<file path="src/design/pid_config.svh">
`ifndef PID_CONFIG_SVH
`define PID_CONFIG_SVH

////////////////////////////////////////
// datapath widths
////////////////////////////////////////
`define PID_W_ADC         18    // adc sample, signed
`define PID_W_COMP        64    // pid / opp computation word
`define PID_W_COEF        16    // p, i, d coefficients, signed
`define PID_W_DAC         16    // dac code, unsigned
`define PID_W_MLT         10    // opp multiplier, unsigned
`define PID_W_SHIFT       6     // opp right shift count
`define PID_W_OSM         3     // oversample mode, 2^osm samples per output

////////////////////////////////////////
// apb register map
////////////////////////////////////////
`define PID_APB_AW        8
`define PID_APB_DW        32
`define PID_REG_CTRL      8'h00 // [0] lock_en, [3:1] osm
`define PID_REG_SETP      8'h04
`define PID_REG_PCOEF     8'h08
`define PID_REG_ICOEF     8'h0C
`define PID_REG_DCOEF     8'h10
`define PID_REG_MULT      8'h14
`define PID_REG_SHIFT     8'h18
`define PID_REG_INIT      8'h1C
`define PID_REG_MIN       8'h20
`define PID_REG_MAX       8'h24
`define PID_REG_OSF       8'h28 // read only, last filtered sample

////////////////////////////////////////
// dac8568 write frame
////////////////////////////////////////
`define PID_DAC_FRAME_W   32
`define PID_DAC_CMD_WRUPD 4'h3  // write input reg n and update dac reg n
`define PID_DAC_ADDR_A    4'h0

`endif
</file>
<file path="src/design/pid_pkg.sv">
`include "pid_config.svh"

package pid_pkg;

	// datapath words
	typedef logic signed [`PID_W_ADC-1:0]  adc_sample_t;
	typedef logic signed [`PID_W_COMP-1:0] comp_t;      // wraps on overflow
	typedef logic signed [`PID_W_COEF-1:0] coef_t;
	typedef logic        [`PID_W_DAC-1:0]  dac_code_t;

	// apb bus words
	typedef logic [`PID_APB_AW-1:0] apb_addr_t;
	typedef logic [`PID_APB_DW-1:0] apb_data_t;

	// dac8568 input shift register layout, msb goes out first
	typedef struct packed {
		logic [3:0] prefix;   // always zero
		logic [3:0] control;  // command nibble
		logic [3:0] address;  // channel a = 0
		dac_code_t  data;
		logic [3:0] feature;  // unused for plain writes
	} dac_fields_t;

	// same 32 bits seen as a raw word for the shifter
	typedef union packed {
		logic [`PID_DAC_FRAME_W-1:0] raw;
		dac_fields_t                 f;
	} dac_frame_t;

endpackage

</file>
<file path="src/design/pid_cfg_if.sv">
`timescale 1ns/1ps

`include "pid_config.svh"

// live configuration from the register block to the datapath
interface pid_cfg_if;
	import pid_pkg::*;

	logic                    lock_en;   // loop closed when high
	logic [`PID_W_OSM-1:0]   osm;       // oversample mode
	adc_sample_t             setpoint;
	coef_t                   p_coef;
	coef_t                   i_coef;
	coef_t                   d_coef;
	logic [`PID_W_MLT-1:0]   mult;      // opp gain
	logic [`PID_W_SHIFT-1:0] shift;     // opp attenuation
	dac_code_t               init;      // output offset, also the unlocked code
	dac_code_t               min;
	dac_code_t               max;

	modport regs (output lock_en, osm, setpoint, p_coef, i_coef, d_coef,
		mult, shift, init, min, max);

	modport filt (input osm);

	// shared by pid core and output preprocessor
	modport ctrl (input lock_en, setpoint, p_coef, i_coef, d_coef,
		mult, shift, init, min, max);

endinterface

</file>
<file path="src/design/oversample_filter.sv">
`timescale 1ns/1ps

`include "pid_config.svh"

module oversample_filter (
	input  logic                 clk50,
	input  logic                 arst_n,
	input  pid_pkg::adc_sample_t adc_data,
	input  logic                 adc_valid,
	pid_cfg_if.filt              cfg,
	output pid_pkg::adc_sample_t osf_data,
	output logic                 osf_valid
);
	import pid_pkg::*;

	localparam int W_CNT = (1 << `PID_W_OSM) - 1;  // max osm, also log2 of max count
	localparam int W_ACC = `PID_W_ADC + W_CNT;     // room for 2^max_osm samples

	logic signed [W_ACC-1:0] acc;        // running sum of the current block
	logic signed [W_ACC-1:0] sample_ext;
	logic signed [W_ACC-1:0] sum;
	logic [W_CNT-1:0]        cnt;        // samples already in acc
	logic [W_CNT-1:0]        cnt_last;
	logic [`PID_W_OSM-1:0]   osm_q;      // mode the current block runs with
	logic                    done;

	assign sample_ext = adc_data;  // sign extend
	assign sum        = acc + sample_ext;
	assign cnt_last   = W_CNT'((1 << osm_q) - 1);
	assign done       = adc_valid && (cfg.osm == osm_q) && (cnt == cnt_last);

	always_ff @(posedge clk50 or negedge arst_n) begin
		if (!arst_n) begin
			acc       <= '0;
			cnt       <= '0;
			osm_q     <= '0;
			osf_valid <= 1'b0;
		end else begin
			osf_valid <= done;
			if (cfg.osm != osm_q) begin  // mode change, drop partial block
				osm_q <= cfg.osm;
				acc   <= '0;
				cnt   <= '0;
			end else if (done) begin
				acc <= '0;
				cnt <= '0;
			end else if (adc_valid) begin
				acc <= sum;
				cnt <= cnt + 1'b1;
			end
		end
	end

	// floor average, arithmetic shift rounds toward -inf
	always_ff @(posedge clk50)
		if (done)
			osf_data <= adc_sample_t'(sum >>> osm_q);

endmodule

</file>
<file path="src/flat_wrapper.sv">
// flat-port wrapper written by rule: the top's interface ports become plain ports
module oversample_filter_flat import pid_pkg::*;
  (clk50, arst_n, adc_data, adc_valid, osf_data, osf_valid, cfg_osm);
  pid_cfg_if cfg_i ();
  input  logic clk50;
  input  logic arst_n;
  input  pid_pkg::adc_sample_t adc_data;
  input  logic adc_valid;
  output pid_pkg::adc_sample_t osf_data;
  output logic osf_valid;
  input wire logic [$bits(cfg_i.osm)-1:0] cfg_osm;
  assign cfg_i.osm = cfg_osm;
  oversample_filter u_core (.clk50(clk50), .arst_n(arst_n), .adc_data(adc_data), .adc_valid(adc_valid), .cfg(cfg_i), .osf_data(osf_data), .osf_valid(osf_valid));
endmodule
</file>
<file path="config.mk">
export PLATFORM = sky130hd
export DESIGN_NAME = oversample_filter_flat
export DESIGN_NICKNAME = d
export VERILOG_FILES = /design/src/design/pid_pkg.sv /design/src/design/pid_cfg_if.sv /design/src/design/oversample_filter.sv /design/src/flat_wrapper.sv
export VERILOG_INCLUDE_DIRS = /design/src /design/src/design
export SDC_FILE = /design/constraint.sdc
export NUM_CORES = 1
export LEC_CHECK = 0
export BUFFER_PORTS_ARGS = -buffer_cell sky130_fd_sc_hd__buf_2
export CAP_MARGIN = 20
export CORE_UTILIZATION = 50
export CTS_CLUSTER_SIZE = 10
export DETAILED_ROUTE_END_ITERATION = 8
export PLACE_DENSITY = 0.73
export SYNTH_ARGS = -nofsm -noshare
export SYNTH_HDL_FRONTEND = slang
export SYNTH_SLANG_ARGS = --single-unit
</file>
<file path="constraint.sdc">
create_clock -name clk50 -period 4.1 [get_ports clk50]
set_input_delay 1.23 -clock clk50 [delete_from_list [all_inputs] [get_ports clk50]]
set_output_delay 1.23 -clock clk50 [all_outputs]
set_load 0.02 [all_outputs]
</file>
; ---- After elaboration in Yosys (flattened, before gate mapping)
; Index checks and enable logic that the tools add are counted.
[word_totals]
ff_bits = 54
latch_bits = 0
mem_bits_rw = 0
rom_bits = 0
input_bits = 24
output_inout_bits = 19
word_cells = 22
memories = 0
[op_classes]
addsub = 3
multipliers = 0
div = 0
magnitude_cmp = 0
n_eq_ne = 3
n_shift = 2
muxes = 6
bitwise_logic = 0
n_reduce_logical = 3
[op_table]
columns = operator, n
row1 = two-way mux 25 bit, 3
row2 = adder 25 x 18 -> 25 bit, 1
row3 = >>> shifter 25 x 3 -> 18 bit, 1
row4 = two-way mux 7 bit, 3
row5 = "adder 7 x 1 -> 7 bit, second input constant", 1
row6 = == test 7 bit, 1
row7 = "left shift 1 x 3 -> 7 bit, first input constant", 1
row8 = "subtractor 7 x 2 -> 7 bit, second input constant", 1
row9 = == test 3 bit, 1
row10 = inequality test 3 bit, 1
row11 = nonzero test 3 bit, 1
row12 = logical AND 1 bit, 2

; ---- Depth between registers and ports, before layout
[depth]
ltp_word = 6
ltp_mapped = 16
ltp_nobuf = 12

; ---- Least setup slack after synthesis
; Ideal clock, no wire load.
[synth_timing]
path_kind = input port to flip-flop
start = in adc_data[0]
end = reg u_core.osf_data[10] (data pin)
setup_time_ns = 0.272
arrival_ns = 3.548
setup_slack_ns = 0.280
cell_stages = 10
path_buffers = 0
path_cell_list = ha_1 -> fa_1 -> a21oi_1 -> o211a_1 -> nor3_1 -> or2_1 -> a21oi_1 -> xor2_1 -> mux2i_1 -> mux4_2
[synth_via]
elab_chain_len = 2
[synth_lines]
columns = element, line
row1 = from (decl), flat_wrapper.sv:7  ; input pid_pkg::adc_sample_t adc_data;
row2 = adder 25 x 18 -> 25 bit, oversample_filter.sv:28  ; assign sum = acc + sample_ext;
row3 = >>> shifter 25 x 3 -> 18 bit, oversample_filter.sv:57  ; osf_data <= adc_sample_t'(sum >>> osm_q);
row4 = to (signal assigned), oversample_filter.sv:57
row5 = to (decl), oversample_filter.sv:11  ; output pid_pkg::adc_sample_t osf_data,
; Every way passes these cells.
; A chain may end at the register's enable or synchronous reset.

; ---- Worst setup path after layout
; Same ends and word-level chain as after synthesis.

==> results.txt <==
Status - completed
Die Y - 95.4 microns
Hold buffers post-CTS - 0
Mapped Cells - 479
Crit path kind - in -> reg
Final period demand of the worst path - 3.83 ns
Cell Pwr Density - 274 nW/um^2
Seq/Total Area, Yosys - 33.0%
Hold Vio Cnt, Final - 0
Worst EP arrival - 3.89 ns
Vias in the first global route - 3597
Capturing element type of the critical path - register
Final setup viols - 0
CTS buffer count - 5
Internal power - 0.910 mW
Data required, critical path - 4.16 ns
I/O pins - 43
YS warnings - 0
Final core occ - 58.1%
Static Leak - 2.20 nW
Max-slew violation count - 0
Via/cell ratio - 6.31
Comb power frac - 28.1%
Maximum VDD drop - 0.162 mV
Peak fanout along the critical path - 4
Top_reg_cell synth - dfrtp_1
CTS max path bufs - 2
Hold slack - 0.502 ns
Nets - 569
GRT Util Overall - 25.6%
Post-cts resize count - 0
Largest net degree at the start of global routing - 37
Row Count - 33
Min-Delay Path Class - reg -> reg
Total grt overflow - 0
Setup bufs post-CTS - 0
Area Growth Syn to Fin - 11.1%
Post-synth EDFFs - 18
Crit-path cells - buf_2, ha_1, fa_1, a21oi_1, o211a_1, nor3_1, or2_1, a21oi_1, xor2_1, mux2i_1, mux4_2
Share of layout cells above drive strength 1 - 17.9%
Drt first pass iters - 5
Sink Count - 54
Synth Register Bits - 54
Slowest stage delay, CP - 0.45 ns
H-tree lvl count - 2
Initial Util - 52.3%
Crit path launch type - input port
Post-DP HPWL - 8.38 mm
Fmax - 261 MHz
Routability cong. - 0.898
Clk pwr share - 28.1%
N_diodes - 0
Final Cycle Share - 93.4%
Post-Syn Area - 4370 sq um
Initial antenna violation count - 0
Unrepaired setup endpoints after global routing - no
FFs w/ async S/R, synth - 66.7%
Slew at the pin with the worst max-slew slack - 0.873 ns
Skew-Pair Late Insertion Delay - 0.31 ns
Via count - 3936
Syn_area_per_cell - 9.11 sq um
Most common cell after layout, fill and taps aside - nand2_1
Avg WL per Cell - 17.9 microns
Drt drc - 0
Switching Fraction - 31.5%
Starting DRT DRC Count - 352
First-pass GRT wire length - 17.8 mm
Leading cell types in the layout, fill and taps excluded - 52 x nand2_1, 42 x buf_2, 36 x dfrtp_1, 35 x a21oi_1, 34 x o21ai_0
Setup_tns - 0 ns
Critical path's most frequent cell - a21oi_1
Die area - 9110 sq um
Relative slew margins - 41.8%
Post-synthesis net count - 530
Final Skew - 0.00909 ns
Drt total wl - 11.2 mm
I/O Buffers - 42
Chip Width - 95.4 microns
Switch Pwr - 0.418 mW
Core area - 8340 sq um
Root Buffer - clkbuf_8
Worst-path clk slew - 0.10 ns
CTS tree - built
Antenna Nets Post-Route - 0
Sequential power share - 43.8%
Distinct cells, synth - 69
Max-cap violation count - 0
Critical-path top delay cell - mux4_2
==> path summary, 6_finish.rpt <==
path,startpoint,endpoint,slack (ns),depth (start not counted)
worst max-delay path,adc_data[0],u_core.osf_data[10],0.27,11
worst min-delay path,u_core.acc[10],u_core.acc[10],0.50,2
worst max register to register,u_core.osm_q[2],u_core.acc[24],0.75,10
worst min register to register,u_core.acc[10],u_core.acc[10],0.50,2
max in group asynchronous,arst_n,u_core.acc[6],2.53,1
min in group asynchronous,arst_n,u_core.acc[14],1.02,1
==> Yosys cell counts, types with 2 or more instances <==
cell | count | area share, %
nand3b_1 | 2 | 0.34
or2_2 | 2 | 0.29
o21ai_1 | 4 | 0.46
o2111ai_1 | 2 | 0.40
nand3_1 | 12 | 1.4
clkbuf_1 | 24 | 2.1
dfrtp_1 | 36 | 21
nand4_1 | 3 | 0.43
o31ai_1 | 4 | 0.69
nor2_1 | 23 | 2.0
o32ai_1 | 2 | 0.40
buf_1 | 2 | 0.17
edfxtp_1 | 18 | 12
a221oi_1 | 2 | 0.40
buf_2 | 2 | 0.23
a21o_1 | 9 | 1.5
and2_1 | 7 | 1.0
ha_1 | 26 | 7.5
o21ai_0 | 34 | 3.9
a31oi_1 | 3 | 0.43
inv_1 | 11 | 0.95
o41ai_1 | 3 | 0.60
a21oi_1 | 35 | 4.0
and3_1 | 12 | 1.7
o22ai_1 | 2 | 0.29
nor3_1 | 8 | 0.92
xor2_1 | 18 | 3.6
mux2_2 | 3 | 0.77
mux2i_1 | 17 | 3.9
nand2b_1 | 5 | 0.72
o211ai_1 | 5 | 0.86
nand2_1 | 52 | 4.5
or3_1 | 6 | 0.86
a22o_1 | 14 | 2.8
nor4_1 | 2 | 0.29
a32oi_1 | 2 | 0.40
mux4_2 | 9 | 4.6
nor2b_1 | 3 | 0.43
o21a_1 | 2 | 0.34
o21bai_1 | 3 | 0.52
or2_1 | 3 | 0.43
o221ai_1 | 2 | 0.40
xnor2_1 | 15 | 3.0
a211oi_1 | 5 | 0.86
==> routing by layer <==
metal  vias up  wire [microns]  GRT usage (%)
li1       1863               -              -
met1      1884            5020           36.3
met2       166            5140           39.9
met3        23             814           4.55
met4         0             221           7.21
met5         -               0              0
==> cell families (layout without fill, tap and decap cells) <==
family | after synthesis | in the layout | share of synthesized area [%]
muxes | 29 | 29 | 9.31
adders and majority gates | 27 | 27 | 7.91
buffers and inverters | 42 | 82 | 3.93
xor gates and xnor gates | 33 | 33 | 6.62
AOI/OAI and AO/OA | 148 | 148 | 22.9
DFF | 54 | 54 | 33.0
and+or+nand+nor | 146 | 146 | 16.3
==> flip-flops by register name (all words and copies together) (netlist names) <==
signal / flops
u_core.osm_q: 3
u_core.osf_valid: 1
u_core.cnt: 7
u_core.acc: 25
u_core.osf_data: 18
==> power by group through the flow <==
stage / combinational, mW / clock [mW] / sequential, mW
floorplan: 0.258 / 0 / 0.590
CTS: 0.367 / 0.385 / 0.581
global route: 0.405 / 0.403 / 0.583
detailed placement: 0.363 / 0 / 0.592
finish: 0.373 / 0.373 / 0.582
global placement: 0.357 / 0 / 0.592
==> through the flow <==
stage,power (mW),cell area (sq um),setup WS [ns],instances
after floorplan,0.848,4370,0.280,479
after global placement,0.949,4740,0.0610,616
after detailed placement,0.956,4740,-0.0338,616
after CTS,1.33,4850,0.306,624
after global routing,1.39,4850,0.135,624
final,1.33,4850,0.273,624
==> critical path, delay by kind of cell <==
kind / cells / cell delay, ns
compound gates: 3 / 0.70
xor+xnor: 1 / 0.32
fa+ha+maj: 2 / 0.63
buf+inv: 1 / 0.10
mux: 2 / 0.57
simple gates: 2 / 0.35
==> cell type report <==
cell class | count | area (sq um)
sequential | 54 | 1440
multi-input combinational | 383 | 2760
clock inverter | 3 | 43.8
inverter | 12 | 45.0
tap | 105 | 131
timing repair buffer | 62 | 360
clock buffer | 5 | 68.8
fill | 767 | 3490
No activity file was read; power rests on OpenSTA's default activity.
