**config.mk**
```make
export PLATFORM = sky130hd
export DESIGN_NAME = output_preprocessor_flat
export DESIGN_NICKNAME = d
export VERILOG_FILES = /design/src/design/pid_pkg.sv /design/src/design/pid_cfg_if.sv /design/src/design/output_preprocessor.sv /design/src/flat_wrapper.sv
export VERILOG_INCLUDE_DIRS = /design/src /design/src/design
export SDC_FILE = /design/constraint.sdc
export NUM_CORES = 2
export LEC_CHECK = 0
export BUFFER_PORTS_ARGS = -buffer_cell sky130_fd_sc_hd__buf_2
export CAP_MARGIN = 20
export CORE_MARGIN = 4
export CORE_UTILIZATION = 40
export DETAILED_ROUTE_END_ITERATION = 16
export SYNTH_ARGS = -nofsm -noshare
export SYNTH_HDL_FRONTEND = slang
export SYNTH_SLANG_ARGS = --single-unit
```
**constraint.sdc**
```tcl
create_clock -name clk50 -period 0.8 [get_ports clk50]
set_input_delay 0.08 -clock clk50 [delete_from_list [all_inputs] [get_ports clk50]]
set_output_delay 0.08 -clock clk50 [all_outputs]
set_load 0.05 [all_outputs]
```
**src/design/pid_config.svh**
```systemverilog
`ifndef PID_CONFIG_SVH
`define PID_CONFIG_SVH

////////////////////////////////////////
// datapath widths
////////////////////////////////////////
`define PID_W_ADC         18    // adc sample, signed
`define PID_W_COMP        64    // pid / opp computation word
`define PID_W_COEF        16    // p, i, d coefficients, signed
`define PID_W_DAC         16    // dac code, unsigned
`define PID_W_MLT         10    // opp multiplier, unsigned
`define PID_W_SHIFT       6     // opp right shift count
`define PID_W_OSM         3     // oversample mode, 2^osm samples per output

////////////////////////////////////////
// apb register map
////////////////////////////////////////
`define PID_APB_AW        8
`define PID_APB_DW        32
`define PID_REG_CTRL      8'h00 // [0] lock_en, [3:1] osm
`define PID_REG_SETP      8'h04
`define PID_REG_PCOEF     8'h08
`define PID_REG_ICOEF     8'h0C
`define PID_REG_DCOEF     8'h10
`define PID_REG_MULT      8'h14
`define PID_REG_SHIFT     8'h18
`define PID_REG_INIT      8'h1C
`define PID_REG_MIN       8'h20
`define PID_REG_MAX       8'h24
`define PID_REG_OSF       8'h28 // read only, last filtered sample

////////////////////////////////////////
// dac8568 write frame
////////////////////////////////////////
`define PID_DAC_FRAME_W   32
`define PID_DAC_CMD_WRUPD 4'h3  // write input reg n and update dac reg n
`define PID_DAC_ADDR_A    4'h0

`endif
```
**src/design/pid_pkg.sv**
```systemverilog
`include "pid_config.svh"

package pid_pkg;

	// datapath words
	typedef logic signed [`PID_W_ADC-1:0]  adc_sample_t;
	typedef logic signed [`PID_W_COMP-1:0] comp_t;      // wraps on overflow
	typedef logic signed [`PID_W_COEF-1:0] coef_t;
	typedef logic        [`PID_W_DAC-1:0]  dac_code_t;

	// apb bus words
	typedef logic [`PID_APB_AW-1:0] apb_addr_t;
	typedef logic [`PID_APB_DW-1:0] apb_data_t;

	// dac8568 input shift register layout, msb goes out first
	typedef struct packed {
		logic [3:0] prefix;   // always zero
		logic [3:0] control;  // command nibble
		logic [3:0] address;  // channel a = 0
		dac_code_t  data;
		logic [3:0] feature;  // unused for plain writes
	} dac_fields_t;

	// same 32 bits seen as a raw word for the shifter
	typedef union packed {
		logic [`PID_DAC_FRAME_W-1:0] raw;
		dac_fields_t                 f;
	} dac_frame_t;

endpackage

```
**src/design/pid_cfg_if.sv**
```systemverilog
`timescale 1ns/1ps

`include "pid_config.svh"

// live configuration from the register block to the datapath
interface pid_cfg_if;
	import pid_pkg::*;

	logic                    lock_en;   // loop closed when high
	logic [`PID_W_OSM-1:0]   osm;       // oversample mode
	adc_sample_t             setpoint;
	coef_t                   p_coef;
	coef_t                   i_coef;
	coef_t                   d_coef;
	logic [`PID_W_MLT-1:0]   mult;      // opp gain
	logic [`PID_W_SHIFT-1:0] shift;     // opp attenuation
	dac_code_t               init;      // output offset, also the unlocked code
	dac_code_t               min;
	dac_code_t               max;

	modport regs (output lock_en, osm, setpoint, p_coef, i_coef, d_coef,
		mult, shift, init, min, max);

	modport filt (input osm);

	// shared by pid core and output preprocessor
	modport ctrl (input lock_en, setpoint, p_coef, i_coef, d_coef,
		mult, shift, init, min, max);

endinterface

```
**src/design/output_preprocessor.sv**
```systemverilog
`timescale 1ns/1ps

module output_preprocessor (
	input  logic               clk50,
	input  logic               arst_n,
	input  pid_pkg::comp_t     pid_data,
	input  logic               pid_valid,
	pid_cfg_if.ctrl            cfg,
	output pid_pkg::dac_code_t dac_code,
	output logic               code_valid
);
	import pid_pkg::*;

	comp_t     mult_ext;
	comp_t     init_ext;
	comp_t     min_ext;
	comp_t     max_ext;
	comp_t     scaled;    // gain applied
	comp_t     biased;    // offset applied
	dac_code_t clamped;

	////////////////////////////////////////
	// scale, offset, clamp
	////////////////////////////////////////
	always_comb begin
		mult_ext = cfg.mult;  // zero extend unsigned config
		init_ext = cfg.init;
		min_ext  = cfg.min;
		max_ext  = cfg.max;
		scaled   = (pid_data * mult_ext) >>> cfg.shift;
		biased   = scaled + init_ext;
		if (biased > max_ext)        // signed 64 bit compare
			clamped = cfg.max;
		else if (biased < min_ext)
			clamped = cfg.min;
		else
			clamped = dac_code_t'(biased);
	end

	always_ff @(posedge clk50 or negedge arst_n) begin
		if (!arst_n)
			code_valid <= 1'b0;
		else
			code_valid <= pid_valid;
	end

	// unlocked output sits at init
	always_ff @(posedge clk50)
		if (pid_valid)
			dac_code <= cfg.lock_en ? clamped : cfg.init;

endmodule

```
**src/flat_wrapper.sv**
```systemverilog
// flat-port wrapper written by rule: the top's interface ports become plain ports
module output_preprocessor_flat import pid_pkg::*;
  (clk50, arst_n, pid_data, pid_valid, dac_code, code_valid, cfg_lock_en, cfg_setpoint, cfg_p_coef, cfg_i_coef, cfg_d_coef, cfg_mult, cfg_shift, cfg_init, cfg_min, cfg_max);
  pid_cfg_if cfg_i ();
  input  logic clk50;
  input  logic arst_n;
  input  pid_pkg::comp_t pid_data;
  input  logic pid_valid;
  output pid_pkg::dac_code_t dac_code;
  output logic code_valid;
  input wire logic [$bits(cfg_i.lock_en)-1:0] cfg_lock_en;
  input wire logic [$bits(cfg_i.setpoint)-1:0] cfg_setpoint;
  input wire logic [$bits(cfg_i.p_coef)-1:0] cfg_p_coef;
  input wire logic [$bits(cfg_i.i_coef)-1:0] cfg_i_coef;
  input wire logic [$bits(cfg_i.d_coef)-1:0] cfg_d_coef;
  input wire logic [$bits(cfg_i.mult)-1:0] cfg_mult;
  input wire logic [$bits(cfg_i.shift)-1:0] cfg_shift;
  input wire logic [$bits(cfg_i.init)-1:0] cfg_init;
  input wire logic [$bits(cfg_i.min)-1:0] cfg_min;
  input wire logic [$bits(cfg_i.max)-1:0] cfg_max;
  assign cfg_i.lock_en = cfg_lock_en;
  assign cfg_i.setpoint = cfg_setpoint;
  assign cfg_i.p_coef = cfg_p_coef;
  assign cfg_i.i_coef = cfg_i_coef;
  assign cfg_i.d_coef = cfg_d_coef;
  assign cfg_i.mult = cfg_mult;
  assign cfg_i.shift = cfg_shift;
  assign cfg_i.init = cfg_init;
  assign cfg_i.min = cfg_min;
  assign cfg_i.max = cfg_max;
  output_preprocessor u_core (.clk50(clk50), .arst_n(arst_n), .pid_data(pid_data), .pid_valid(pid_valid), .cfg(cfg_i), .dac_code(dac_code), .code_valid(code_valid));
endmodule
```
Word level (Yosys, flattened, before mapping)
Cells that the tools add are included.
{"block": "word_totals", "output_inout_bits": 17, "inputBits": 198, "reg_bits": 17}
{"block": "op_classes", "multipliers": 1, "magnitude_cmp": 2, "n_addsub": 1, "n_shift": 1, "n_mux": 3}
{"operator": "adder 64 x 17 -> 64 bit", "count": 1}
{"operator": "greater-than comparator 64 x 17 -> 1 bit", "count": 1}
{"operator": "less-than comparator 64 x 17 -> 1 bit", "count": 1}
{"operator": "multiplier 64 x 11 -> 64 bit", "count": 1}
{"operator": ">>> shifter 64 x 6 -> 64 bit", "count": 1}
{"operator": "2-to-1 mux 16 bit", "count": 3}

Depth between registers and ports, before layout
{"block": "logic_depth", "word_depth": 7, "ltp_mapped": 56}

Worst setup path after synthesis
Ideal clock, no wire load.
{"block": "synth_path", "kind": "input to register", "start": "input cfg_mult[2]", "end": "register u_core.dac_code[10], data pin", "required_ns": 0.544, "stages": 49, "setup_ns": 0.256, "arrival_time_ns": 10.527, "path_buffers": 7, "path_slack_ns": -9.984, "cell_sequence": "clkbuf_1 > clkbuf_1 > nand2_1 > fa_1 > inv_1 > fa_1 > fa_1 > fa_1 > inv_1 > fa_1 > inv_1 > ha_1 > buf_4 > a21oi_1 > o21a_1 > and3_1 > buf_6 > a2111oi_4 > (+13 left out) > a21oi_1 > o21a_1 > o211ai_1 > a21oi_1 > o21a_1 > nor2_1 > clkbuf_1 > nor4b_1 > and2_1 > nand2_2 > or4_1 > a21oi_2 > and4_4 > and2_1 > buf_4 > buf_8 > o221ai_2 > a22o_1"}
{"block": "synth_between", "elab_chain_cells": 7, "word_cells_on_any_way": 8, "classes_between": "add/sub: 1; mul: 1; order compare: 2; shift: 1; mux: 3"}
{"element": "start, declared", "line_no": "flat_wrapper.sv:16", "text": "input wire logic [$bits(cfg_i.mult)-1:0] cfg_mult;"}
{"element": "multiplier 64 x 11 -> 64 bit (*)", "line_no": "output_preprocessor.sv:30", "text": "scaled = (pid_data * mult_ext) >>> cfg.shift;"}
{"element": ">>> shifter 64 x 6 -> 64 bit (*)", "line_no": "output_preprocessor.sv:30"}
{"element": "adder 64 x 17 -> 64 bit (*)", "line_no": "output_preprocessor.sv:31", "text": "biased = scaled + init_ext;"}
{"element": "less-than comparator 64 x 17 -> 1 bit", "line_no": "output_preprocessor.sv:34", "text": "else if (biased < min_ext)"}
{"element": "2-to-1 mux 16 bit", "line_no": "output_preprocessor.sv:34"}
{"element": "2-to-1 mux 16 bit (*)", "line_no": "output_preprocessor.sv:32", "text": "if (biased > max_ext)"}
{"element": "2-to-1 mux 16 bit (*)", "line_no": "output_preprocessor.sv:50", "text": "dac_code <= cfg.lock_en ? clamped : cfg.init;"}
{"element": "end signal, assigned", "line_no": "output_preprocessor.sv:50"}
{"element": "end, declared", "line_no": "output_preprocessor.sv:9", "text": "output pid_pkg::dac_code_t dac_code,"}
Mark *: on every way between the ends. The rest lies on a longest branch, timed or not.
A chain may end at the register's enable or synchronous reset.

Worst setup path after layout
{"block": "layout_path", "start": "input cfg_mult[3]", "end": "register u_core.dac_code[15], data pin"}
Same word-level chain as after synthesis.

==> key figures <==
CTS
  • Clk buf depth: 2
  • # clock sinks: 17
  • CTS Buf Count: 3
  • Root buf cell: clkbuf_16
  • Worst-path clk slew: around 0.060 ns
  • CTS tree: done
  • H-tree lvl count: 1

Synth
  • Synth Area in XOR/XNOR: 2.25%
  • Sequential share of the synthesized area: around 1.5%
  • Netlist Area Pre-Place: around 33000 sq um
  • Simple-Gate Fraction of Synth Area: between 20% and 30%
  • Yosys top cell by area: fa_1
  • Post-synth EDFFs: 16
  • Synth Flop Type: edfxtp_1
  • Post-Syn Instances: around 4300
  • Syn. warnings: 0
  • Post-synthesis register bit count: 17
  • Post-Syn Nets: around 5200
  • Proportion of synthesized area in mux cells: under 10%
  • Largest family of logic cells by synthesized area: adder cells
  • Asr flop ratio synth: about 5.9%
  • Synth Area in Compound Gates: 22.9%
  • Post-synthesis adder-cell area fraction: between 30% and 40%
  • Unique cell type count in the Yosys netlist: 126
  • Post-synth top area share: 27.6%
  • Top post-synthesis cells by area: fa_1 (28%), and2_1 (8.0%), ha_1 (6.9%)
  • Avg Inst Size Synth: approximately 7.6 sq um

GRT
  • Initial antenna violation count: 0
  • First-pass GRT wire length: about 230000 um
  • Largest net degree at the start of global routing: 48
  • GR Overflow Total: 0
  • Global-route usage over all layers: between 30% and 40%
  • Number of global-route vias before repair: 39467

Critical path
  • CP top delay family: compound AO/OA/AOI/OAI gates
  • Setup CP Type: in2reg
  • Slowest-stage cell, CP: fa_2
  • Critical Path RT: around 0.8 ns
  • WP buf/inv: 13
  • Critical Path AT: 10.88 ns
  • Critical Path Most Common Cell: buf_4
  • CP peak stage delay: 0.59 ns
  • Critical path capture point type: flip-flop
  • Crit path launch type: input port
  • CP Max Fanout: 7

Run
  • MaxCap Viol Count: 0

STA
  • Hold WS: between 0.1 and 0.15 ns
  • Final setup fails: 33
  • Final worst setup slack: -10.07 ns
  • Fin crit period: between 10 and 15 ns
  • Fin crit share: 1360%
  • Worst slew pin tran: 0.677 ns
  • Fmax: 0.0920 GHz
  • RSZ-0062 raised after global routing: yes
  • Slew Limit Fails: 0
  • Final Hold Fails: 0
  • Slew HR: between 50% and 60%

Floorplan
  • Row count: 105
  • Die Area: between 80000 and 90000 sq um
  • Initial Util: between 40% and 50%
  • Top Ports: roughly 220
  • Die Width: 295 um
  • Die height: slightly below 300 um
  • Total core area: 82000 sq um

Detailed routing
  • Via count: ~39000
  • DRC: 0
  • WL/cell: 21.9 um
  • DRT Pass-1 Iters: 6
  • DR iter-0 viols: roughly 3800
  • Total Routed Length: about 150000 um
  • Detail Route Antenna Nets: 0
  • DR vias/cell: slightly below 6

Place
  • Final RePlAce weighted congestion: approximately 1.1
  • DP Wirelength: between 100000 and 150000 um
  • Buffers on Ports: between 100 and 150

Layout
  • Synthesis-to-layout area growth: 46.4%
  • Core Util, Final: a little under 60%
  • Layout cell share with drive strength beyond 1: a little under two fifths
  • Final nets: ~6500

Run status
  • Violated checks: negative setup slack
  • Outcome: finished with violations

Min path
  • Hold Crit Class: in2async
-- registers in the layout, indices dropped and copies added (netlist names) --
name	count
u_core.code_valid	1
u_core.dac_code	16
-- synthesized netlist by cell type, types with 72 or more instances --
master and n:
fa_1 455, nand3_1 72, nand4_1 73, nand2_1 482
and2_1 424, nor3_1 91, clkbuf_1 189, ha_1 181
nor2_1 262, o21ai_0 141, inv_1 532, a21oi_1 213
-- layout by cell type (no fill, tap or decap), types with 21 or more instances in the layout --
cell type,netlist,layout
nor3_1,91,80
o22ai_1,29,26
buf_4,9,1396
ha_4,0,31
fa_1,455,443
nor2_1,262,243
nor4_1,35,23
buf_12,0,39
o21ai_1,30,38
a21o_1,48,44
xor2_1,31,29
nand2b_1,21,21
a21oi_1,213,155
nand3_1,72,63
nand4_1,73,73
xnor2_1,52,48
a31oi_1,34,26
o211ai_1,47,47
buf_6,7,47
mux2i_1,61,59
o21ai_2,7,21
buf_2,39,128
nand2_1,482,461
inv_1,532,520
and2_1,424,412
ha_1,181,145
o21ai_0,141,117
a211oi_1,61,47
a21oi_2,10,50
o21a_1,49,46
or3_1,30,24
-- stage by stage --
step / cell area, sq um / instances / TNS, ns / setup WS [ns]
6_report: 48400 / 6752 / -162.62 / -10.07
3_3_place_gp: 44700 / 6622 / -168.11 / -10.54
3_5_place_dp: 44700 / 6622 / -169.77 / -10.65
2_1_floorplan: 33400 / 4339 / -148.70 / -9.37
4_1_cts: 46600 / 6683 / -160.06 / -9.93
5_1_grt: 48400 / 6751 / -169.14 / -10.49
-- cell families (layout without fill, tap and decap cells) --
group                      count (synthesis)  after routing
AOI/OAI and AO/OA                       1034           1036
xor gates and xnor gates                  84             84
adders and majority gates                636            636
buffers and inverters                    826           2166
DFF                                       17             17
muxes                                     86             86
other                                      0              1
and+or+nand+nor                         1656           1656
-- metal layers --
layer	up-vias	track usage [%]	routed length (um)
met5	-	0	0
met4	0	10.5	6130
met3	376	6.18	14000
met2	1862	55.0	67800
met1	19008	43.3	60000
li1	17671	-	-
-- timing repair --
item / 4_1_cts / 5_1_grt
setup buffers: 47 / 73
hold buffers: 1 / 0
setup endpoints to repair: 33 / 33
endpoints found under the hold margin: 1 / 0
pin swaps: 75 / 199
gates resized for setup: 247 / 278
gates cloned: 10 / 1
-- cell type report --
| cell class | instances | area [sq um] |
|---|---|---|
| antenna | 1 | 2.50 |
| clock buffer | 3 | 75.1 |
| clock inverter | 1 | 5.00 |
| fill | 7529 | 33600 |
| inverter | 535 | 2010 |
| multi-input combinational | 3498 | 31600 |
| sequential | 17 | 505 |
| tap | 1070 | 1340 |
| timing repair buffer | 1627 | 12800 |
-- worst paths after layout --
check | from | endpoint | slack [ns] | cells after the start
max in group asynchronous | arst_n | u_core.code_valid | 0.58 | 2
min | arst_n | u_core.code_valid | 0.14 | 2
max | cfg_mult[3] | u_core.dac_code[15] | -10.07 | 52
min in group clk50 | pid_valid | u_core.code_valid | 0.15 | 2
Power is left out: the tool's default activity adds up to more than one toggle a clock period on the data nets, which glitch-free logic cannot reach.
