`src/design/pid_config.svh`:
```
`ifndef PID_CONFIG_SVH
`define PID_CONFIG_SVH

////////////////////////////////////////
// datapath widths
////////////////////////////////////////
`define PID_W_ADC         18    // adc sample, signed
`define PID_W_COMP        64    // pid / opp computation word
`define PID_W_COEF        16    // p, i, d coefficients, signed
`define PID_W_DAC         16    // dac code, unsigned
`define PID_W_MLT         10    // opp multiplier, unsigned
`define PID_W_SHIFT       6     // opp right shift count
`define PID_W_OSM         3     // oversample mode, 2^osm samples per output

////////////////////////////////////////
// apb register map
////////////////////////////////////////
`define PID_APB_AW        8
`define PID_APB_DW        32
`define PID_REG_CTRL      8'h00 // [0] lock_en, [3:1] osm
`define PID_REG_SETP      8'h04
`define PID_REG_PCOEF     8'h08
`define PID_REG_ICOEF     8'h0C
`define PID_REG_DCOEF     8'h10
`define PID_REG_MULT      8'h14
`define PID_REG_SHIFT     8'h18
`define PID_REG_INIT      8'h1C
`define PID_REG_MIN       8'h20
`define PID_REG_MAX       8'h24
`define PID_REG_OSF       8'h28 // read only, last filtered sample

////////////////////////////////////////
// dac8568 write frame
////////////////////////////////////////
`define PID_DAC_FRAME_W   32
`define PID_DAC_CMD_WRUPD 4'h3  // write input reg n and update dac reg n
`define PID_DAC_ADDR_A    4'h0

`endif
```
`src/design/pid_pkg.sv`:
```
`include "pid_config.svh"

package pid_pkg;

	// datapath words
	typedef logic signed [`PID_W_ADC-1:0]  adc_sample_t;
	typedef logic signed [`PID_W_COMP-1:0] comp_t;      // wraps on overflow
	typedef logic signed [`PID_W_COEF-1:0] coef_t;
	typedef logic        [`PID_W_DAC-1:0]  dac_code_t;

	// apb bus words
	typedef logic [`PID_APB_AW-1:0] apb_addr_t;
	typedef logic [`PID_APB_DW-1:0] apb_data_t;

	// dac8568 input shift register layout, msb goes out first
	typedef struct packed {
		logic [3:0] prefix;   // always zero
		logic [3:0] control;  // command nibble
		logic [3:0] address;  // channel a = 0
		dac_code_t  data;
		logic [3:0] feature;  // unused for plain writes
	} dac_fields_t;

	// same 32 bits seen as a raw word for the shifter
	typedef union packed {
		logic [`PID_DAC_FRAME_W-1:0] raw;
		dac_fields_t                 f;
	} dac_frame_t;

endpackage

```
`src/design/pid_cfg_if.sv`:
```
`timescale 1ns/1ps

`include "pid_config.svh"

// live configuration from the register block to the datapath
interface pid_cfg_if;
	import pid_pkg::*;

	logic                    lock_en;   // loop closed when high
	logic [`PID_W_OSM-1:0]   osm;       // oversample mode
	adc_sample_t             setpoint;
	coef_t                   p_coef;
	coef_t                   i_coef;
	coef_t                   d_coef;
	logic [`PID_W_MLT-1:0]   mult;      // opp gain
	logic [`PID_W_SHIFT-1:0] shift;     // opp attenuation
	dac_code_t               init;      // output offset, also the unlocked code
	dac_code_t               min;
	dac_code_t               max;

	modport regs (output lock_en, osm, setpoint, p_coef, i_coef, d_coef,
		mult, shift, init, min, max);

	modport filt (input osm);

	// shared by pid core and output preprocessor
	modport ctrl (input lock_en, setpoint, p_coef, i_coef, d_coef,
		mult, shift, init, min, max);

endinterface

```
`src/design/pid_core.sv`:
```
`timescale 1ns/1ps

module pid_core (
	input  logic                 clk50,
	input  logic                 arst_n,
	input  pid_pkg::adc_sample_t osf_data,
	input  logic                 osf_valid,
	pid_cfg_if.ctrl              cfg,
	output pid_pkg::comp_t       pid_data,
	output logic                 pid_valid
);
	import pid_pkg::*;

	comp_t integ;      // accumulated error
	comp_t err_prev;   // error of the previous sample
	comp_t sp_ext;
	comp_t smp_ext;
	comp_t err;
	comp_t integ_nxt;
	comp_t p_ext;
	comp_t i_ext;
	comp_t d_ext;
	comp_t sum;

	////////////////////////////////////////
	// p + i + d, all 64 bit wrapping
	////////////////////////////////////////
	always_comb begin
		sp_ext    = cfg.setpoint;  // sign extend operands
		smp_ext   = osf_data;
		p_ext     = cfg.p_coef;
		i_ext     = cfg.i_coef;
		d_ext     = cfg.d_coef;
		err       = sp_ext - smp_ext;
		integ_nxt = integ + err;    // integral includes this sample
		sum       = p_ext * err
		          + i_ext * integ_nxt
		          + d_ext * (err - err_prev);
	end

	// loop state, cleared for as long as the lock is off
	always_ff @(posedge clk50 or negedge arst_n) begin
		if (!arst_n) begin
			integ     <= '0;
			err_prev  <= '0;
			pid_valid <= 1'b0;
		end else begin
			pid_valid <= osf_valid;  // valid even when unlocked
			if (!cfg.lock_en) begin
				integ    <= '0;
				err_prev <= '0;
			end else if (osf_valid) begin
				integ    <= integ_nxt;
				err_prev <= err;
			end
		end
	end

	always_ff @(posedge clk50)
		if (osf_valid)
			pid_data <= cfg.lock_en ? sum : '0;

endmodule

```
`src/flat_wrapper.sv`:
```
// flat-port wrapper written by rule: the top's interface ports become plain ports
module pid_core_flat import pid_pkg::*;
  (clk50, arst_n, osf_data, osf_valid, pid_data, pid_valid, cfg_lock_en, cfg_setpoint, cfg_p_coef, cfg_i_coef, cfg_d_coef, cfg_mult, cfg_shift, cfg_init, cfg_min, cfg_max);
  pid_cfg_if cfg_i ();
  input  logic clk50;
  input  logic arst_n;
  input  pid_pkg::adc_sample_t osf_data;
  input  logic osf_valid;
  output pid_pkg::comp_t pid_data;
  output logic pid_valid;
  input wire logic [$bits(cfg_i.lock_en)-1:0] cfg_lock_en;
  input wire logic [$bits(cfg_i.setpoint)-1:0] cfg_setpoint;
  input wire logic [$bits(cfg_i.p_coef)-1:0] cfg_p_coef;
  input wire logic [$bits(cfg_i.i_coef)-1:0] cfg_i_coef;
  input wire logic [$bits(cfg_i.d_coef)-1:0] cfg_d_coef;
  input wire logic [$bits(cfg_i.mult)-1:0] cfg_mult;
  input wire logic [$bits(cfg_i.shift)-1:0] cfg_shift;
  input wire logic [$bits(cfg_i.init)-1:0] cfg_init;
  input wire logic [$bits(cfg_i.min)-1:0] cfg_min;
  input wire logic [$bits(cfg_i.max)-1:0] cfg_max;
  assign cfg_i.lock_en = cfg_lock_en;
  assign cfg_i.setpoint = cfg_setpoint;
  assign cfg_i.p_coef = cfg_p_coef;
  assign cfg_i.i_coef = cfg_i_coef;
  assign cfg_i.d_coef = cfg_d_coef;
  assign cfg_i.mult = cfg_mult;
  assign cfg_i.shift = cfg_shift;
  assign cfg_i.init = cfg_init;
  assign cfg_i.min = cfg_min;
  assign cfg_i.max = cfg_max;
  pid_core u_core (.clk50(clk50), .arst_n(arst_n), .osf_data(osf_data), .osf_valid(osf_valid), .cfg(cfg_i), .pid_data(pid_data), .pid_valid(pid_valid));
endmodule
```
`config.mk`:
```
export PLATFORM = sky130hd
export DESIGN_NAME = pid_core_flat
export DESIGN_NICKNAME = d
export VERILOG_FILES = /design/src/design/pid_pkg.sv /design/src/design/pid_cfg_if.sv /design/src/design/pid_core.sv /design/src/flat_wrapper.sv
export VERILOG_INCLUDE_DIRS = /design/src /design/src/design
export SDC_FILE = /design/constraint.sdc
export NUM_CORES = 2
export LEC_CHECK = 0
export ABC_CLOCK_PERIOD_IN_PS = 12500
export BUFFER_PORTS_ARGS = -buffer_cell sky130_fd_sc_hd__buf_2
export CORE_MARGIN = 8
export CORE_UTILIZATION = 55
export DETAILED_ROUTE_END_ITERATION = 10
export MAX_ROUTING_LAYER = met4
export PLACE_DENSITY_LB_ADDON = 0.25
export REMOVE_ABC_BUFFERS = 1
export SLEW_MARGIN = 20
export SYNTH_ARGS = -nofsm -noshare
export SYNTH_HDL_FRONTEND = slang
export SYNTH_SLANG_ARGS = --single-unit
```
`constraint.sdc`:
```
create_clock -name clk50 -period 12.5 [get_ports clk50]
set_clock_uncertainty 0.2 [all_clocks]
set_input_delay 1.25 -clock clk50 [delete_from_list [all_inputs] [get_ports clk50]]
set_output_delay 1.25 -clock clk50 [all_outputs]
set_load 0.005 [all_outputs]
```
## Yosys cells after proc, flatten, opt, wreduce, memory -nomap -nowiden

Cells that the tools add are included.

| storage, ports and cells | value |
|---|---|
| bits in registers | 193 |
| input port bits | 152 |
| logic and storage cells | 17 |

| cells by class | value |
|---|---|
| $add $sub $neg | 5 |
| multipliers | 3 |
| eq/ne operators | 1 |
| muxes and demuxes | 4 |

Operators by type and width:

| operator | number |
|---|---|
| $mux 64 | 4 |
| $add 64x64->64 | 2 |
| $mul 16x64->64 | 2 |
| $add 64x19->64 | 1 |
| $sub 19x64->64 | 1 |
| $mul 16x19->35 | 1 |
| $sub 18x18->19 | 1 |
| $ne 2x2->1 const B | 1 |

## Longest topological paths before layout

| depth | value |
|---|---|
| word-level depth | 5 |
| depth in mapped cells | 70 |
| depth with buffers taken out | 69 |

## Worst setup path before layout

Ideal clock, no wire load.

| path | value |
|---|---|
| path type | in2reg |
| start point | in cfg_setpoint[0] |
| end point | reg u_core.pid_data[63] (data pin) |
| setup time | 0.255 ns |
| arrival time | 18.047 ns |
| required time | 12.045 ns |
| setup slack | -6.002 ns |
| stages | 66 |
| buffers on the path | 3 |
| cell sequence | inv_1 -> ha_1 -> inv_1 -> fa_1 -> a21o_1 -> a21oi_1 -> nand2b_1 -> a21boi_0 -> o211a_1 -> o31a_1 -> o21a_1 -> nor2_1 -> o221a_2 -> clkbuf_1 -> clkbuf_1 -> nand2_1 -> inv_1 -> fa_1 -> [... 30 more ...] -> inv_1 -> fa_1 -> inv_1 -> ha_1 -> a21o_1 -> a21o_1 -> a21o_1 -> a22oi_1 -> nand4_1 -> a32o_1 -> a41oi_1 -> o311ai_1 -> a221o_1 -> xnor2_1 -> xnor2_1 -> xnor3_1 -> xnor3_1 -> and2_1 |

| between the ends | value |
|---|---|
| cells in the longest elaborated chain, start to end | 5 |
| elaborated cells on any way between the ends | 8 |
| classes of those cells | 5 x add/sub; 3 x mul |

Ends and longest elaborated chain:

| element | RTL line | text |
|---|---|---|
| start: declaration | flat_wrapper.sv:12 | `input wire logic [$bits(cfg_i.setpoint)-1:0] cfg_setpoint;` |
| $sub 18x18->19 * | pid_core.sv:34 | `err = sp_ext - smp_ext;` |
| $add 64x19->64 | pid_core.sv:35 | `integ_nxt = integ + err;` |
| $mul 16x64->64 | pid_core.sv:37 | `+ i_ext * integ_nxt` |
| $add 64x64->64 | pid_core.sv:37 |  |
| $add 64x64->64 * | pid_core.sv:38 | `+ d_ext * (err - err_prev);` |
| end signal: assignment | pid_core.sv:61 | `pid_data <= cfg.lock_en ? sum : '0;` |
| end: declaration | pid_core.sv:9 | `output pid_pkg::comp_t pid_data,` |

Every way passes the cells marked *; elsewhere a longest branch is shown, timed or not.
A chain may end at the register's enable or synchronous reset.

## Worst setup path after layout

Ends and elaborated chain as after synthesis.

==> flow_metrics.env <==
export IMPL_run_status="finished with violations"
export IMPL_violations="setup timing"
export IMPL_synth_top_area_share_pct=51.26
export IMPL_stdcell_area_sq_um=93350
export IMPL_period_minus_slack_ps=16380
export IMPL_core_area_sq_um=139500
export IMPL_tritoncts="yes"
export IMPL_worst_path_most_repeated_cell="fa_1"
export IMPL_avgRoutedWirePerCell_um=21.40
export IMPL_clk_pin_slew_worst_paths_ps=80
export IMPL_critical_path_arrival_ps=16490
export IMPL_max_freq_ghz=0.06105
export IMPL_synth_seq_area_share_pct=5.204
export IMPL_leading_cell_type_in_the_layout_fill_and_taps_excluded="inv_1"
export IMPL_fillers=11240
export IMPL_postLayoutSetupSlackWorst_ps=-3879
export IMPL_ios=217
export IMPL_layout_common_cells="inv_1, fa_1, nand2_1"
export IMPL_global_route_overflow_total=0
export IMPL_critical_path_slowest_cell="fa_2"
export IMPL_drt_iter0_drc=4480
export IMPL_clock_sink_count=148
export IMPL_route_detailed_vias_per_inst=5.420
export IMPL_area_growth_synth_to_final_pct=20.73
export IMPL_yosys_register_bits=148
export IMPL_final_period_utilization_pct=131.0
export IMPL_dp_worst_setup_slack_ps=-5887
export IMPL_stage_delay_of_the_slowest_cell_on_the_critical_path_ps=590
export IMPL_tritoncts_num_buffers=17
export IMPL_critical_path_class="in -> reg"
export IMPL_synth_edf_count=64
export IMPL_critPathTopFamily="adder cells"
export IMPL_async_reset_ff_share_pct=56.76
export IMPL_drt_wl_total_mm=247.9
export IMPL_multi_input_comb_area_sq_um=66210
export IMPL_ctsHoldBuffers=0
export IMPL_worstSetupEndpointType="flip-flop"
export IMPL_deepest_level_of_the_cts_h_tree=4
export IMPL_largest_net_degree_at_the_start_of_global_routing=68
export IMPL_final_antenna_net_count=0
export IMPL_finalSetupViolations=52
export IMPL_placed_area_sq_um=88570
export IMPL_die_extent_in_y_um=391.0
export IMPL_gp_congestion=0.9962
export IMPL_yosys_area_top_type="fa_1"
export IMPL_post_synthesis_cell_count=8592
export IMPL_max_cap_viol_count=0
export IMPL_die_w_um=391.0
export IMPL_ff2ff_setup_slack_ps=490
export IMPL_cp_data_required_time_ps=12610
export IMPL_place_detailed_hpwl_mm=205.3
export IMPL_portBuffers=152
export IMPL_hold_viol_final=0
export IMPL_synth_cell_area_sq_um=77320
export IMPL_final_max_slew_viol_count=0
export IMPL_number_of_global_route_vias_before_repair=69620
export IMPL_synth_avg_cell_area_sq_um=8.999
export IMPL_synth_flop_cell="dfrtp_1"
export IMPL_timing_setup_tns_ps=-142190
export IMPL_post_route_drc_count=0
export IMPL_finalNetCount=12220
export IMPL_grt_pass1_wl_mm=392.2
export IMPL_worst_slew_pin_transition_ps=1147
export IMPL_clock_buffer_depth=2
export IMPL_rsz0062_at_grt="true"
export IMPL_latest_clock_arrival_within_the_worst_skew_pair_ps=560
export IMPL_via_count=62790
export IMPL_cp_buffers_inverters=19
export IMPL_critical_path_startpoint_type="primary input"
export IMPL_synth_lib_cells_used_distinct=78
export IMPL_synth_warning_count=0
export IMPL_drive_gt1_share_pct=20.69
export IMPL_yosys_top_cells_area="fa_1, inv_1, nand2_1, ha_1, and2_1"
export IMPL_seqCellArea_sq_um=4024
export IMPL_grt_usage_pct=34.34
export IMPL_initial_antenna_violation_count=11
export IMPL_die_area_sq_um=152800
export IMPL_first_pass_iters=6
export IMPL_start_util_pct=55.42
export IMPL_crit_fanout=7
export IMPL_clock_root_buffer="clkbuf_16"
export IMPL_min_path_type="reg -> reg"
export IMPL_slew_headroom_pct=23.56
export IMPL_core_rowCount=137
-- cell families after synthesis --
logic type | after synthesis | share of synthesized area (%)
adders and majority gates | 2386 | 57.83
and+or+nand+nor | 2538 | 15.27
DFF | 148 | 5.204
AOI/OAI and AO/OA | 607 | 5.117
buffers and inverters | 2576 | 12.53
muxes | 75 | 0.9709
xor gates and xnor gates | 262 | 3.076
-- cells in the mapped netlist (8+ instances only) --
| cell | n |
|---|---|
| nand3_1 | 37 |
| xor2_1 | 67 |
| o21bai_1 | 36 |
| a31oi_1 | 20 |
| nand4_1 | 31 |
| a21boi_0 | 11 |
| mux2i_1 | 75 |
| nand2_1 | 1375 |
| nor3_1 | 36 |
| inv_1 | 2155 |
| o21ai_1 | 9 |
| nand2b_1 | 164 |
| clkbuf_1 | 390 |
| ha_1 | 406 |
| o21a_1 | 26 |
| buf_2 | 15 |
| nor2_1 | 241 |
| and2_1 | 482 |
| edfxtp_1 | 64 |
| nor2b_1 | 102 |
| o21ai_0 | 93 |
| a21oi_1 | 186 |
| a211oi_1 | 23 |
| or3_1 | 8 |
| a21o_1 | 106 |
| and3_1 | 29 |
| fa_1 | 1980 |
| o211ai_1 | 15 |
| or2_2 | 10 |
| dfrtp_1 | 84 |
| buf_1 | 14 |
| xnor2_1 | 189 |
-- layer usage --
| metal | share of wire (%) | track usage (%) |
|---|---|---|
| met5 | 0 | - |
| met4 | 5.6 | 15.68 |
| met3 | 8.6 | 7.308 |
| met2 | 48 | 54.56 |
| met1 | 38 | 42.41 |
-- flip-flops by register name, summed over array words and instances (netlist names) --
register	count
u_core.pid_valid	1
u_core.err_prev	19
u_core.integ	64
u_core.pid_data	64
-- stage by stage --
stage | cells | utilization, % | hold slack (ps)
final | 11580 | 66.90 | 330.1
after global routing | 11580 | 66.90 | 349.4
after CTS | 11520 | 66.04 | 330.6
after detailed placement | 11400 | 63.48 | 311.4
after global placement | 11400 | 63.48 | 304.5
after floorplan | 8173 | - | 286.2
-- layout make-up --
type | count | area share [%]
antenna | 17 | 0.04557
clock buffer | 17 | 0.4557
clock inverter | 15 | 0.1930
inverter | 2157 | 8.688
multi-input combinational | 5868 | 70.93
sequential | 148 | 4.310
tap | 1876 | 2.514
timing repair buffer | 1486 | 12.86
-- path summary, 6_finish.rpt --
| kind | end | cells past startpoint | start |
|---|---|---|---|
| worst min-delay path | u_core.err_prev[4]$_DFFE_PN0P_ | 2 | u_core.err_prev[4]$_DFFE_PN0P_ |
| worst max-delay path | u_core.pid_data[63]$_SDFFCE_PN0P_ | 67 | cfg_setpoint[0] |
| worst max register to register | u_core.pid_data[63]$_SDFFCE_PN0P_ | 47 | u_core.integ[0]$_DFFE_PN0P_ |
| worst min register to register | u_core.err_prev[4]$_DFFE_PN0P_ | 2 | u_core.err_prev[4]$_DFFE_PN0P_ |
| max in group asynchronous | u_core.integ[31]$_DFFE_PN0P_ | 2 | arst_n |
| min in group asynchronous | u_core.integ[41]$_DFFE_PN0P_ | 1 | arst_n |
-- timing repair --
item,4_1_cts,5_1_grt
buffers inserted,115,56
endpoints found under the setup margin,54,55
gates resized for setup,500,205
gates cloned,1,0
pin swaps,382,246
-- worst register-to-register path, delay by kind of cell, from the launching register on --
kind	cells	cell delay, ps
AOI/OAI and AO/OA	15	3230
adders and majority gates	11	5000
buffers and inverters	11	1010
DFF	1	360
and+or+nand+nor	5	870
xor gates and xnor gates	5	1100
Power is not shown: default switching activity piles up to over one toggle a cycle in this logic, so the estimate is an artifact.
